--- src/design/lsu_consts.svh ---
`ifndef LSU_CONSTS_SVH
`define LSU_CONSTS_SVH

// Data path and address width, one machine word
`define LSU_XLEN 32

// Architectural register index width
`define LSU_REG_IDX_W 5

// Data RAM depth in words; only the low word-address bits reach the array
`define LSU_RAM_WORDS 256

`endif

--- src/design/lsu_pkg.sv ---
`default_nettype none

`include "lsu_consts.svh"

package lsu_pkg;

    typedef enum logic [3:0] {
        OP_LB,
        OP_LH,
        OP_LW,
        OP_LBU,
        OP_LHU,
        OP_SB,
        OP_SH,
        OP_SW,
        OP_ALU,  // Write the execute value
        OP_LINK  // Write pc+4
    } lsu_op_e;

    typedef enum logic [1:0] {
        BYTE,
        HALF_WORD,
        WORD
    } byte_type_e;

    typedef struct packed {
        logic       is_mem;
        logic       is_store;
        logic       is_signed;
        byte_type_e byte_type;
        logic       is_wr_rd;
        logic       is_wr_rd_pc_plus4;
    } mem_ctrl_t;

    typedef struct packed {
        logic                      valid;
        mem_ctrl_t                 ctrl;
        logic [1:0]                byte_en;  // Low two address bits
        logic [`LSU_REG_IDX_W-1:0] rd;
        logic [`LSU_XLEN-1:0]      pc;
        logic [`LSU_XLEN-1:0]      pc_plus4;
        logic [`LSU_XLEN-1:0]      ex_out;
    } mem1_mem2_pass_t;

    typedef struct packed {
        logic                      valid;
        logic [`LSU_REG_IDX_W-1:0] rd;
        logic [`LSU_XLEN-1:0]      pc;
        logic [`LSU_XLEN-1:0]      ex_mem_out;
    } mem2_wb_pass_t;

endpackage

`default_nettype wire

--- src/design/lsu_ctrl.sv ---
`timescale 1ns/1ps
`default_nettype none

`include "lsu_consts.svh"

module lsu_ctrl (
    input  wire                            clk,
    input  wire                            rst_n,
    input  wire lsu_pkg::lsu_op_e          in_op,
    output lsu_pkg::mem_ctrl_t             mem_ctrl,
    input  wire lsu_pkg::mem2_wb_pass_t    pass_in,
    output logic                           wb_valid,
    output logic [`LSU_REG_IDX_W-1:0]      wb_rd,
    output logic [`LSU_XLEN-1:0]           wb_data,
    output logic [`LSU_XLEN-1:0]           wb_pc
);

    import lsu_pkg::*;

    // ############################################################
    // Opcode decode
    // ############################################################

    always_comb begin
        mem_ctrl = '0;
        mem_ctrl.byte_type = WORD;
        case (in_op)
            OP_LB, OP_LBU: begin
                mem_ctrl.is_mem    = 1'b1;
                mem_ctrl.is_signed = (in_op == OP_LB);
                mem_ctrl.byte_type = BYTE;
                mem_ctrl.is_wr_rd  = 1'b1;
            end
            OP_LH, OP_LHU: begin
                mem_ctrl.is_mem    = 1'b1;
                mem_ctrl.is_signed = (in_op == OP_LH);
                mem_ctrl.byte_type = HALF_WORD;
                mem_ctrl.is_wr_rd  = 1'b1;
            end
            OP_LW: begin
                mem_ctrl.is_mem   = 1'b1;
                mem_ctrl.is_wr_rd = 1'b1;
            end
            OP_SB, OP_SH, OP_SW: begin
                mem_ctrl.is_mem   = 1'b1;
                mem_ctrl.is_store = 1'b1;
                if (in_op == OP_SB)      mem_ctrl.byte_type = BYTE;
                else if (in_op == OP_SH) mem_ctrl.byte_type = HALF_WORD;
            end
            OP_ALU:  mem_ctrl.is_wr_rd = 1'b1;
            OP_LINK: begin
                mem_ctrl.is_wr_rd          = 1'b1;
                mem_ctrl.is_wr_rd_pc_plus4 = 1'b1;
            end
            default: mem_ctrl.is_wr_rd = 1'b0;  // Unused codes do nothing
        endcase
    end

    // ############################################################
    // Writeback register
    // ############################################################

    always_ff @(posedge clk or negedge rst_n) begin
        if (!rst_n) begin
            wb_valid <= 1'b0;
        end else begin
            wb_valid <= pass_in.valid;
        end
    end

    always_ff @(posedge clk) begin
        if (pass_in.valid) begin
            wb_rd   <= pass_in.rd;
            wb_data <= pass_in.ex_mem_out;
            wb_pc   <= pass_in.pc;
        end
    end

endmodule

`default_nettype wire

--- config.mk ---
export PLATFORM = sky130hd
export DESIGN_NAME = lsu_ctrl
export DESIGN_NICKNAME = d
export VERILOG_FILES = /design/src/design/lsu_pkg.sv /design/src/design/lsu_ctrl.sv
export VERILOG_INCLUDE_DIRS = /design/src /design/src/design
export SDC_FILE = /design/constraint.sdc
export NUM_CORES = 1
export LEC_CHECK = 0
export ABC_CLOCK_PERIOD_IN_PS = 800
export BUFFER_PORTS_ARGS = -buffer_cell sky130_fd_sc_hd__buf_2
export CORE_ASPECT_RATIO = 1.5
export CORE_UTILIZATION = 36
export CTS_CLUSTER_DIAMETER = 60
export DETAILED_ROUTE_END_ITERATION = 8
export PLACE_DENSITY_LB_ADDON = 0.3
export SYNTH_ARGS = -nofsm -noshare
export SYNTH_HDL_FRONTEND = slang
export SYNTH_SLANG_ARGS = --single-unit
--- constraint.sdc ---
create_clock -name clk -period 0.8 [get_ports clk]
set_clock_uncertainty 0.1 [all_clocks]
set_input_delay 0.04 -clock clk [delete_from_list [all_inputs] [get_ports clk]]
set_output_delay 0.04 -clock clk [all_outputs]
set_load 0.05 [all_outputs]
### Word level (Yosys, flattened, before mapping)

Cells that the tools add are included.

* eq/ne operators: 9
* mux-type cells: 8
* reductions and logical operators: 6

Operator list (count)
* == test 4 x 3 -> 1 bit, second input constant: 4
* == test 4 x 2 -> 1 bit, second input constant: 2
* == test 4 bit, second input constant: 2
* OR reduction 8 bit: 1
* OR reduction 7 bit: 1
* case mux 2 bit (3 select lines): 1
* == test 4 x 1 -> 1 bit, second input constant: 1
* logical NOT 4 bit: 1
* two-way mux 1 bit: 4
* two-way mux 2 bit: 2
* OR reduction 2 bit: 2
* OR reduction 3 bit: 1
* case mux 1 bit (2 select lines): 1

* bits in registers: 70
* input bits: 76
* output and inout bits: 77
* word-level logic and storage cells: 27

### Longest topological paths before layout

Gate-level depths: netlist (run 1).

* depth after elaboration: 4
* mapped depth: 2
* mapped depth without buffers: 2

### Least setup slack after synthesis (run 1)

Ideal clock, no wire load.

* path kind: input -> output
* from: in in_op[1]
* to: out mem_ctrl[4] in the netlist's numbering
* arrival time: 1137 ps
* data required time: 660 ps
* path slack: -477 ps
* stages: 1
* path buffers: 0
* cells stage by stage: nor3_1

* word-level cells in the longest chain between the ends: 3
* elaborated cells on any way between the ends: 7
* those cells by class: 3 x eq/ne; 1 x mux; 3 x reduce/logical

RTL lines
* start, declared: line lsu_ctrl.sv:9 `input wire lsu_pkg::lsu_op_e in_op,`
* == test 4 x 1 -> 1 bit, or another cell as far along: line lsu_ctrl.sv:27, lsu_ctrl.sv:36
* OR reduction 2 bit: line lsu_ctrl.sv:27 `case (in_op)`
* case mux 1 bit (2 select lines) (*): line lsu_ctrl.sv:27
* end, declared: line lsu_ctrl.sv:10 `output lsu_pkg::mem_ctrl_t mem_ctrl,`

Mark *: on every way between the ends. The rest lies on a longest branch, timed or not.

### Worst setup path in the final report (run 1)

* from: reg wb_data[27]
* to: out wb_data[27]

RTL lines
* start, declared: line lsu_ctrl.sv:14 `` output logic [`LSU_XLEN-1:0] wb_data, ``
* start signal, assigned: line lsu_ctrl.sv:74 `wb_data <= pass_in.ex_mem_out;`

No word-level cell between the ends.

==> results of run 1 <==
Yosys cell counts:
master	number	area, um^2
sky130_fd_sc_hd__a21oi_2	1	8.76
sky130_fd_sc_hd__a31o_1	1	8.76
sky130_fd_sc_hd__dfrtp_1	1	25.0
sky130_fd_sc_hd__edfxtp_1	69	2070
sky130_fd_sc_hd__inv_2	1	3.75
sky130_fd_sc_hd__nand2b_1	1	6.26
sky130_fd_sc_hd__nor2_1	1	3.75
sky130_fd_sc_hd__nor3_1	1	5.00
sky130_fd_sc_hd__o211a_1	1	10.0
sky130_fd_sc_hd__o21a_1	1	7.51
sky130_fd_sc_hd__o22ai_1	1	6.26
sky130_fd_sc_hd__or2b_1	1	7.51
sky130_fd_sc_hd__or3b_1	1	8.76
sequential cells by signal, summed over array words and instances (netlist names):
signal    count
wb_rd         5
wb_pc        32
wb_valid      1
wb_data      32
timing repair:
action | CTS | global route
hold endpoints to repair | 71 | 1
gates resized for setup | 163 | 1
pin swaps | 5 | 0
endpoints found under the setup margin | 76 | 74
power by group through the flow:
stage	clock, uW	sequential [uW]	combinational, uW
2_1_floorplan	0	5520	115
3_3_place_gp	0	4470	1720
3_5_place_dp	0	4490	1740
4_1_cts	2430	4480	2390
5_1_grt	2590	4520	2490
6_report	2340	4490	2420
logic make-up (layout without fill, tap and decap cells):
group | count (synthesis) | in the layout | synth area share (%)
AO/OA/AOI/OAI | 5 | 5 | 1.90
buffers and inverters | 1 | 249 | 0.173
flip-flops | 70 | 70 | 96.5
AND/OR/NAND/NOR | 5 | 5 | 1.44
path summary, 6_finish.rpt:
| path | start | end | slack [ps] | cells past startpoint |
|---|---|---|---|---|
| min in group asynchronous | rst_n | wb_valid$_DFF_PN0_ | 450 | 3 |
| max in group asynchronous | rst_n | wb_valid$_DFF_PN0_ | 50 | 3 |
| worst max-delay path | wb_data[27]$_DFFE_PP_ | wb_data[27] | -270 | 1 |
| worst min-delay path | pass_in[69] | wb_valid$_DFF_PN0_ | -3 | 2 |
stage by stage:
step                      utilization [%]  setup WS, ps  setup TNS, ps  hold WS [ps]
after global placement               54.2          -297          -2440          -286
after global routing                 78.3          -312         -19300         -17.4
after detailed placement             54.2          -299          -2880          -284
after floorplan                         -          -134           -242          -356
final                                78.3          -268         -16030         -2.91
after CTS                            78.2          -268         -17240         -28.0
placed cells by master (no fill, tap or decap), types with 2 or more instances in the layout:
master	netlist	routed
sky130_fd_sc_hd__buf_2	0	73
sky130_fd_sc_hd__buf_12	0	2
sky130_fd_sc_hd__clkbuf_8	0	9
sky130_fd_sc_hd__buf_4	0	4
sky130_fd_sc_hd__buf_8	0	2
sky130_fd_sc_hd__clkinv_2	0	5
sky130_fd_sc_hd__dlygate4sd3_1	0	71
sky130_fd_sc_hd__buf_6	0	80
sky130_fd_sc_hd__edfxtp_1	69	69
metal layers:
layer | up-vias | global-route usage (%)
met4 | 0 | 9.70
met1 | 837 | 18.8
met5 | - | 0
li1 | 812 | -
met3 | 15 | 6.81
met2 | 88 | 41.5
cell type report:
cell class	count	area, um^2
well taps	72	90.1
clock inverters	7	41.3
clock buffers	9	124
repair buffers	232	2080
fillers	341	1260
flip-flops and latches	70	2100
multi-input cells	10	130
inverters	1	3.75
==> run summary, run 1 <==
Summed over all cells, the static leakage comes to 0.00194 uW. The clock tree from TritonCTS is done. The fraction of power spent switching nets came out at 30.3%.

The max-capacitance violation count came out at 0. The tightest min-delay check is of the in2reg type. The total detailed-routing wirelength came out at 6430 um. The synthesis-stage register bit count is 70.

In this run the power spent charging and discharging nets is 2800 uW. For this design, the CTS-stage hold fixing added 71 buffers. The slowest cell on the critical path is sky130_fd_sc_hd__edfxtp_1. The quantity of I/O buffers inserted on ports is 152. The number of antenna violations at the first check in global routing was 0.

The part of the Yosys area used for sequential elements is 96.5%. The share of post-route cells with drive strength above 1 is 56.2%. Setup repair after global routing could not meet its margin everywhere. The final weighted congestion in routability-driven placement is 0.680. CTS placed an instance of sky130_fd_sc_hd__clkbuf_8 at the clock tree root. Counting tap cells, the placed design contains a total of 314 instances. The total internal power came out at 6450 uW.

After detailed routing, the number of vias per cell comes to 4.37. The wire length of the first global-routing pass is 9560 um. The portion of total power attributed to sequential cells came out at 48.6%. For this run, the number of Yosys warnings is 0.

The total I/O pin count is 153. The ratio of final minimum period to clock period is 133%. The critical path data required time came out at 660 ps. For this run, the detailed router's first-pass iteration total came to 4. Of all nets on the critical path, the largest fanout is 1. The uppermost layer routed is met4.

The maximum achievable frequency is 936 MHz. The length of routed met3 wiring is 373 um. The checks that failed: hold timing, setup timing.

Setup slack on the critical path of the routed design comes to -268 ps. Summing every instance area after synthesis gives 2170 um^2. The remaining design rule violation count is 0.

The remaining max-slew budget at the tightest pin is 83.6%. The run finished, with violations left. For this block, wires on met1 add up to 1950 um. The worst setup path is launched from a flip-flop. The maximum number of buffers from clock root to sink came out at 2. The overall track demand over capacity in global routing is 21.5%.

The routed layout has 1,752 vias. Once the clock tree was built, the setup fixing pass inserted 0 buffers. The placeable core area came out at 5830 um^2. Summed over all nets, wire length on met2 after detailed routing comes to 3920 um. Clock-pin slew was measured on the worst setup and hold paths at 80 ps.

The clock share of power came out at 25.3%. The die extent in y is 97.2 um. The violation count after the first detailed-routing iteration came out at 45.

The total setup violations reported at the end of the flow came out at 74. The die covers 6360 um^2. The effective utilization at floorplan came out at 37.3%. The number of H-tree levels came out at 3. In this run the core area contains 34 standard-cell rows. The total overflow left after global routing is 0. The final non-filler cell total came out at 401. The final count of pins violating max slew was 0.

The number of buffers inserted during clock tree synthesis is 9. The largest net degree at the start of global routing is 33. In the final routed layout, each cell accounts on average for 16.0 um.

The worst setup path is captured at an output port. The area overhead of the layout relative to synthesis came out at 110%. The width of the die came out at 65.4 um. The maximum cell stage delay along the critical path is 420 ps. The maximum vdd drop is 1500 uV. The total power density per cell area is 2030 nW/um^2. The placed wire-length estimate after detailed placement came out at 3620 um. The area of placed instances came out at 3160 um^2.

The category of the critical setup timing path is reg2out. The final hold violation count is 1. The number of routed nets with antenna violations is 0. The number of instances in the synthesized netlist came out at 81. The final standard cell area without fillers came out at 4560 um^2. The worst hold-check slack is -2.91 ps.

The largest delay contributor family on the critical path is flip-flops. The average footprint of a synthesized cell came out at 26.8 um^2. The clock sink count is 70. The signal on the critical path passes through buf_6. The via count of the first global-routing pass came out at 2,029. The unique cell type count in the Yosys netlist came out at 13. The final layout net count is 400.

The total power consumption of the routed design is 9250 uW. STA puts the critical path data arrival time at 930 ps. Counting I/O delays and the setup requirement, the final critical path takes 1070 ps. The number of antenna cells inserted is 0. The share of total power in combinational logic is 26.2%. The measured slew at the worst slew-check pin is 248 ps.

The synthesized net count is 157. Counting both buffers and inverters, the worst setup path holds a total of 1.
No activity file was read; power rests on OpenSTA's default activity.
==> inputs of run 2 (changes only) <==
--- a/config.mk
+++ b/config.mk
@@ -9,7 +9,8 @@
 export ABC_CLOCK_PERIOD_IN_PS = 800
 export BUFFER_PORTS_ARGS = -buffer_cell sky130_fd_sc_hd__buf_2
 export CORE_ASPECT_RATIO = 1.5
-export CORE_UTILIZATION = 36
+export CORE_MARGIN = 3
+export CORE_UTILIZATION = 35
 export CTS_CLUSTER_DIAMETER = 60
 export DETAILED_ROUTE_END_ITERATION = 8
 export PLACE_DENSITY_LB_ADDON = 0.3
==> run 2 against run 1 <==
Sequential share of layout area decreased by 0.47 points; maximum frequency decreased by 3.1%; final area increased by 1.0%; final cell count increased by 1.0%; utilization decreased by 0.32 points; worst setup slack got worse by 34 ps; sequential power about the same; the flow finishes with violations (setup timing); clock power increased by 6%.
==> run summary, run 2 (synthesis gave the netlist of run 1 again) <==
The total setup violations reported at the end of the flow came out at 75. The measured slew at the worst slew-check pin is 260 ps. In this run the worst path has a maximum fanout of 1.

The total power density per cell area is 2040 nW/um^2. The initial utilization of the core area, before any placement, comes to 36.8%. The final standard cell area without fillers came out at 4610 um^2. STA classifies the critical path endpoint as an output port. The count of buffers added on input and output ports is 152. The static leakage came out at 0.00195 uW. Global routing finished with a remaining overflow of 0. The ratio of final minimum period to clock period came out at 138%. The wire length of the first global-routing pass is 10,800 um. Including well taps, the total number of placed cells is 315. The via count of the first global-routing pass came out at 2,092. The flow ran to the end, but the final reports show violations. In the final routed layout, each cell accounts on average for 17.2 um. The total detailed-routing wirelength came out at 6960 um. The minimum clock period after layout came out at 1100 ps.

In this design, the stage delay of the slowest critical-path cell is 440 ps. The number of antenna cells inserted is 0. The critical path data required time is 660 ps.

The number of detailed-route iterations in the first pass is 4. 153 I/O pins were placed. The final weighted congestion in routability-driven placement is 0.754. The overall track demand over capacity in global routing came out at 20.8%. The share of post-route cells with drive strength above 1 came out at 56.5%. The number of H-tree levels is 3. The max-capacitance violation count came out at 0. The combined flip-flop and latch cell area is 2100 um^2. The critical path goes through buf_6. The filler cell count is 309. Clock-pin slew was measured on the worst setup and hold paths at 80 ps. The final route contains 1,793 vias.

The final reports fail on setup timing. The final setup TNS came out at -17,070 ps. For this design, the sink count on the clock tree is 70. The placed wire-length estimate after detailed placement came out at 3730 um. In this run the worst hold path is classified as in2reg. The final hold violation count is 0. The number of antenna violations at the first check in global routing is 0. The clock tree from TritonCTS is done. The launching element of the worst setup path is wb_data[28]$_DFFE_PP_. The remaining max-slew budget at the tightest pin came out at 82.8%. The multi-input combinational cell area is 130 um^2. The clock tree root driver cell is sky130_fd_sc_hd__clkbuf_8. The startpoint identified for the worst hold timing path is pass_in[69]. The floorplan step set the die width to 70.3 um.

The maximum achievable frequency is 908 MHz. The area overhead of the layout relative to synthesis is 112%. The placeable core area came out at 5910 um^2. The number of buffers inserted during clock tree synthesis came out at 9. The clock passes through at most 2 buffers. The slowest cell on the critical path is sky130_fd_sc_hd__edfxtp_1.

Setup repair after global routing could not meet its margin everywhere. The worst hold-check slack came out at 62.1 ps. Once layout is complete, the cells apart from fillers number 405. The worst setup path is launched from a flip-flop. The top cell types in the final layout, fill and taps aside, are sky130_fd_sc_hd__buf_6 (83), sky130_fd_sc_hd__dlygate4sd3_1 (72), sky130_fd_sc_hd__buf_2 (72). The violation count after the first detailed-routing iteration is 38. The count of nets left with antenna violations once routing finished came out at 0.

Data arrives at the worst endpoint at 960 ps. The largest registers in the layout are wb_data: 32 flops, wb_pc: 32 flops, wb_rd: 5 flops. The final layout net count is 404. The worst setup path is of the reg2out kind. Grouping stages by cell kind, the critical path spends the most delay in flip-flops. The most common library cell in the layout ignoring fill and taps is sky130_fd_sc_hd__buf_6. The largest net degree at the start of global routing is 34. In this run the cell area measured after placement is 3170 um^2. Measured along the y axis, the die boundary spans 103 um. The sum of buffers and inverters on the critical path is 1. The remaining design rule violation count came out at 0. After floorplanning, the core was divided into 34 placement rows. The final count of pins violating max slew came out at 0.

The final worst-path setup slack is -302 ps. Dividing the detail-routed via count by the number of cells gives 4.43. The area enclosed by the die boundary is 7210 um^2. The total power consumption of the routed design is 9420 uW.

The maximum vdd drop is 1770 uV.
[run 2: cell count changes in the layout (fill, tap and decap cells not counted)]
cell                            change
sky130_fd_sc_hd__clkbuf_4           +1
sky130_fd_sc_hd__inv_6              +1
sky130_fd_sc_hd__dlygate4sd3_1      +1
sky130_fd_sc_hd__clkinv_2           -3
sky130_fd_sc_hd__buf_6              +3
sky130_fd_sc_hd__clkinvlp_4         +2
sky130_fd_sc_hd__buf_8              -1
sky130_fd_sc_hd__buf_2              -1
sky130_fd_sc_hd__buf_4              +1
[run 2: final cells by class]
cell class | instances | area share, %
clock buffers | 9 | 2.69
inverters | 1 | 0.0814
flip-flops and latches | 70 | 45.5
multi-input cells | 10 | 2.82
clock inverters | 7 | 1.09
repair buffers | 236 | 45.9
well taps | 72 | 1.95
[run 2: final timing paths]
| check | end | cells after the start |
|---|---|---|
| worst max-delay path | wb_data[28] | 1 |
| worst min-delay path | wb_data[21]$_DFFE_PP_ | 2 |
| max in group asynchronous | wb_valid$_DFF_PN0_ | 3 |
| min in group asynchronous | wb_valid$_DFF_PN0_ | 3 |
[run 2: metal layers]
metal  vias to the layer above  part of all wire, %  track usage (%)
met2                       114                   57             37.4
met3                        12                   10             10.3
li1                        820                    -                -
met1                       847                   31             20.3
met5                         -                    0                0
met4                         0                  2.0             7.96
[run 2: repair_timing]
action / 4_1_cts / 5_1_grt
endpoints found under the setup margin: 76 / 76
gates resized for setup: 162 / 2
setup buffers: 1 / 1
cloned: 0 / 0
hold buffers: 72 / 0
endpoints found under the hold margin: 71 / 0
pin swaps: 4 / 2
[run 2: power by group]
group          total (uW)  internal, uW  leakage, uW  switching (uW)
clock network        2480          1130    0.0000816            1360
logic                2450          1010      0.00118            1440
registers            4490          4350     0.000687             138
total                9420          6490      0.00195            2930
[run 2: per-stage QoR]
step | worst slack [ps] | util [%]
after floorplan | -134 | -
after global placement | -288 | 53.6
after detailed placement | -301 | 53.6
after CTS | -280 | 77.7
after global routing | -346 | 78.0
final | -302 | 78.0
==> inputs of run 3 (changes only) <==
--- a/config.mk
+++ b/config.mk
@@ -14,6 +14,7 @@
 export CTS_CLUSTER_DIAMETER = 60
 export DETAILED_ROUTE_END_ITERATION = 8
 export PLACE_DENSITY_LB_ADDON = 0.3
+export RECOVER_POWER = 50
 export SYNTH_ARGS = -nofsm -noshare
 export SYNTH_HDL_FRONTEND = slang
 export SYNTH_SLANG_ARGS = --single-unit
==> run 3 against run 2 <==
The flow still finishes with violations (setup timing); routed wire length is 0.36% lower; global-route usage unchanged; power down 0.27%; worst setup slack improved by 0.59 ps; flip-flop and latch count unchanged; first-iteration DRC count rose by 24%; final area shrank 0.65%.
==> run summary, run 3 (synthesis gave the netlist of run 1 again) <==
The first global-routing pass estimated 10,800 um of wire. The worst setup path is captured at an output port. Summed over all nets, the half-perimeter wirelength after detailed placement is 3730 um. Setup violations remaining at the end of the flow were counted as 76. Max-cap violations in this run came to 0. The critical path data required time is 660 ps. The via count of the first global-routing pass is 2,092.

In this run the worst setup path begins at wb_data[28]$_DFFE_PP_. The final setup TNS came out at -17,070 ps. By startpoint and endpoint, the worst setup path is classified as reg2out. The placeable core area is 5910 um^2. For this run, design rule violations remaining after detail routing come to 0. TritonCTS built the clock tree.

The measured slew at the worst slew-check pin came out at 436 ps. The checks that failed: setup timing. Broken down by cell family, the worst path's largest delay share belongs to flip-flops. The kind of launch point of the worst setup path is a flip-flop. The number of buffers inserted during clock tree synthesis is 9. The worst hold path begins at pass_in[69].

Entering global routing, the biggest net connects 34 pins. The number of antenna violations at the first check in global routing came out at 0. The via count is 1,783. The die extent in y is 103 um. The remaining max-slew budget at the tightest pin is 70.9%. The share of post-route cells with drive strength above 1 is 55.9%. The number of antenna cells inserted came out at 0. The area overhead of the layout relative to synthesis is 111%. In this run the core area contains 34 standard-cell rows.

The static leakage came out at 0.00194 uW. The run finished, with violations left. The ratio of final minimum period to clock period came out at 138%.

Clock-pin slew was measured on the worst setup and hold paths at 80 ps. The final weighted congestion in routability-driven placement came out at 0.754. The maximum achievable frequency is 908 MHz. The violation count after the first detailed-routing iteration is 47. The number of detailed-route iterations in the first pass came out at 4. VDD sags by at most 1710 uV. The effective utilization at floorplan is 36.8%. The final non-filler cell total came out at 405. The total detailed-routing wirelength came out at 6940 um. The final hold violation count is 0. The post-route core utilization came out at 77.5%.

The total I/O pin count came out at 153. In this run the clock root is driven by a sky130_fd_sc_hd__clkbuf_8. The sum of buffers and inverters on the critical path is 1. For this run, the slowest stage of the critical path takes 440 ps. The total overflow reported by the global router is 0. The final worst-path setup slack is -301 ps. The routed length per instance is 17.1 um. The clock sink count is 70.

The number of routed nets with antenna violations came out at 0. The via count normalized by instance count is 4.40. The area enclosed by the die boundary is 7210 um^2. The final count of pins violating max slew is 0. The most common library cell in the layout ignoring fill and taps is sky130_fd_sc_hd__buf_6. The net count of the finished layout is 404.

The quantity of I/O buffers inserted on ports is 152. The routed design could run at a clock period as short as 1100 ps. The floorplan step set the die width to 70.3 um. The number of H-tree levels is 3. The worst hold path belongs to the class in2reg.

The final standard cell area without fillers came out at 4580 um^2. Summing all flip-flop and latch instances after layout gives 2100 um^2. The slowest cell on the critical path is sky130_fd_sc_hd__edfxtp_1.

The critical path arrival came out at 960 ps. The largest registers in the layout are wb_data: 32 flops, wb_pc: 32 flops, wb_rd: 5 flops. The clock passes through at most 2 buffers. The total power consumption of the routed design came out at 9400 uW. The area of placed instances is 3170 um^2. The overall track demand over capacity in global routing came out at 20.8%. Leaving out fill and tap cells, the most frequent cells in the layout are sky130_fd_sc_hd__buf_6 (83), sky130_fd_sc_hd__dlygate4sd3_1 (72), sky130_fd_sc_hd__buf_2 (71). Setup repair after global routing could not meet its margin everywhere. The number of placed instances, taps included, is 315. Counting the fill cells in the layout gives 316. The maximum fanout along the worst path came out at 1.

The total power density per cell area is 2050 nW/um^2. The multi-input combinational cell area is 130 um^2. The critical path goes through buf_6.
-- run 3: cell types whose count changed in the layout (fill, tap and decap cells not counted), sizes merged --
cell    before  now
buf        163  159
clkbuf      10   14
-- run 3: power breakdown --
| group | total (uW) | internal [uW] | switching [uW] |
|---|---|---|---|
| clock network | 2480 | 1130 | 1350 |
| logic | 2420 | 989 | 1430 |
| registers | 4490 | 4360 | 138 |
-- run 3: repair_timing --
action                                 4_1_cts  5_1_grt
buffers inserted                             1        1
endpoints found under the hold margin       71        0
pin swaps                                    4        2
resized for setup                          162        2
setup endpoints to repair                   76       76
hold buffers                                72        0
-- run 3: final cells by class --
type / count / area share, %
Clock inverter: 7 / 1.09
Multi-Input combinational cell: 10 / 2.84
Inverter: 1 / 0.0819
Sequential cell: 70 / 45.8
Timing Repair Buffer: 236 / 45.5
Clock buffer: 9 / 2.70
Tap cell: 72 / 1.97
-- run 3: metal layers --
metal	vias up	global-route usage, %	routed length (um)
li1	820	-	-
met2	111	37.4	3940
met4	0	7.96	136
met3	12	10.3	703
met1	840	20.3	2160
met5	-	0	0
-- run 3: per-stage QoR --
stage / setup WS [ps] / hold slack, ps
6_report: -301 / 113
5_1_grt: -346 / 118
4_1_cts: -280 / 26.3
3_5_place_dp: -301 / -284
3_3_place_gp: -288 / -284
2_1_floorplan: -134 / -356
-- run 3: path summary, 6_finish.rpt --
check,cells past startpoint,to
worst max-delay path,1,wb_data[28]
max in group asynchronous,3,wb_valid$_DFF_PN0_
worst min-delay path,2,wb_data[21]$_DFFE_PP_
min in group asynchronous,3,wb_valid$_DFF_PN0_
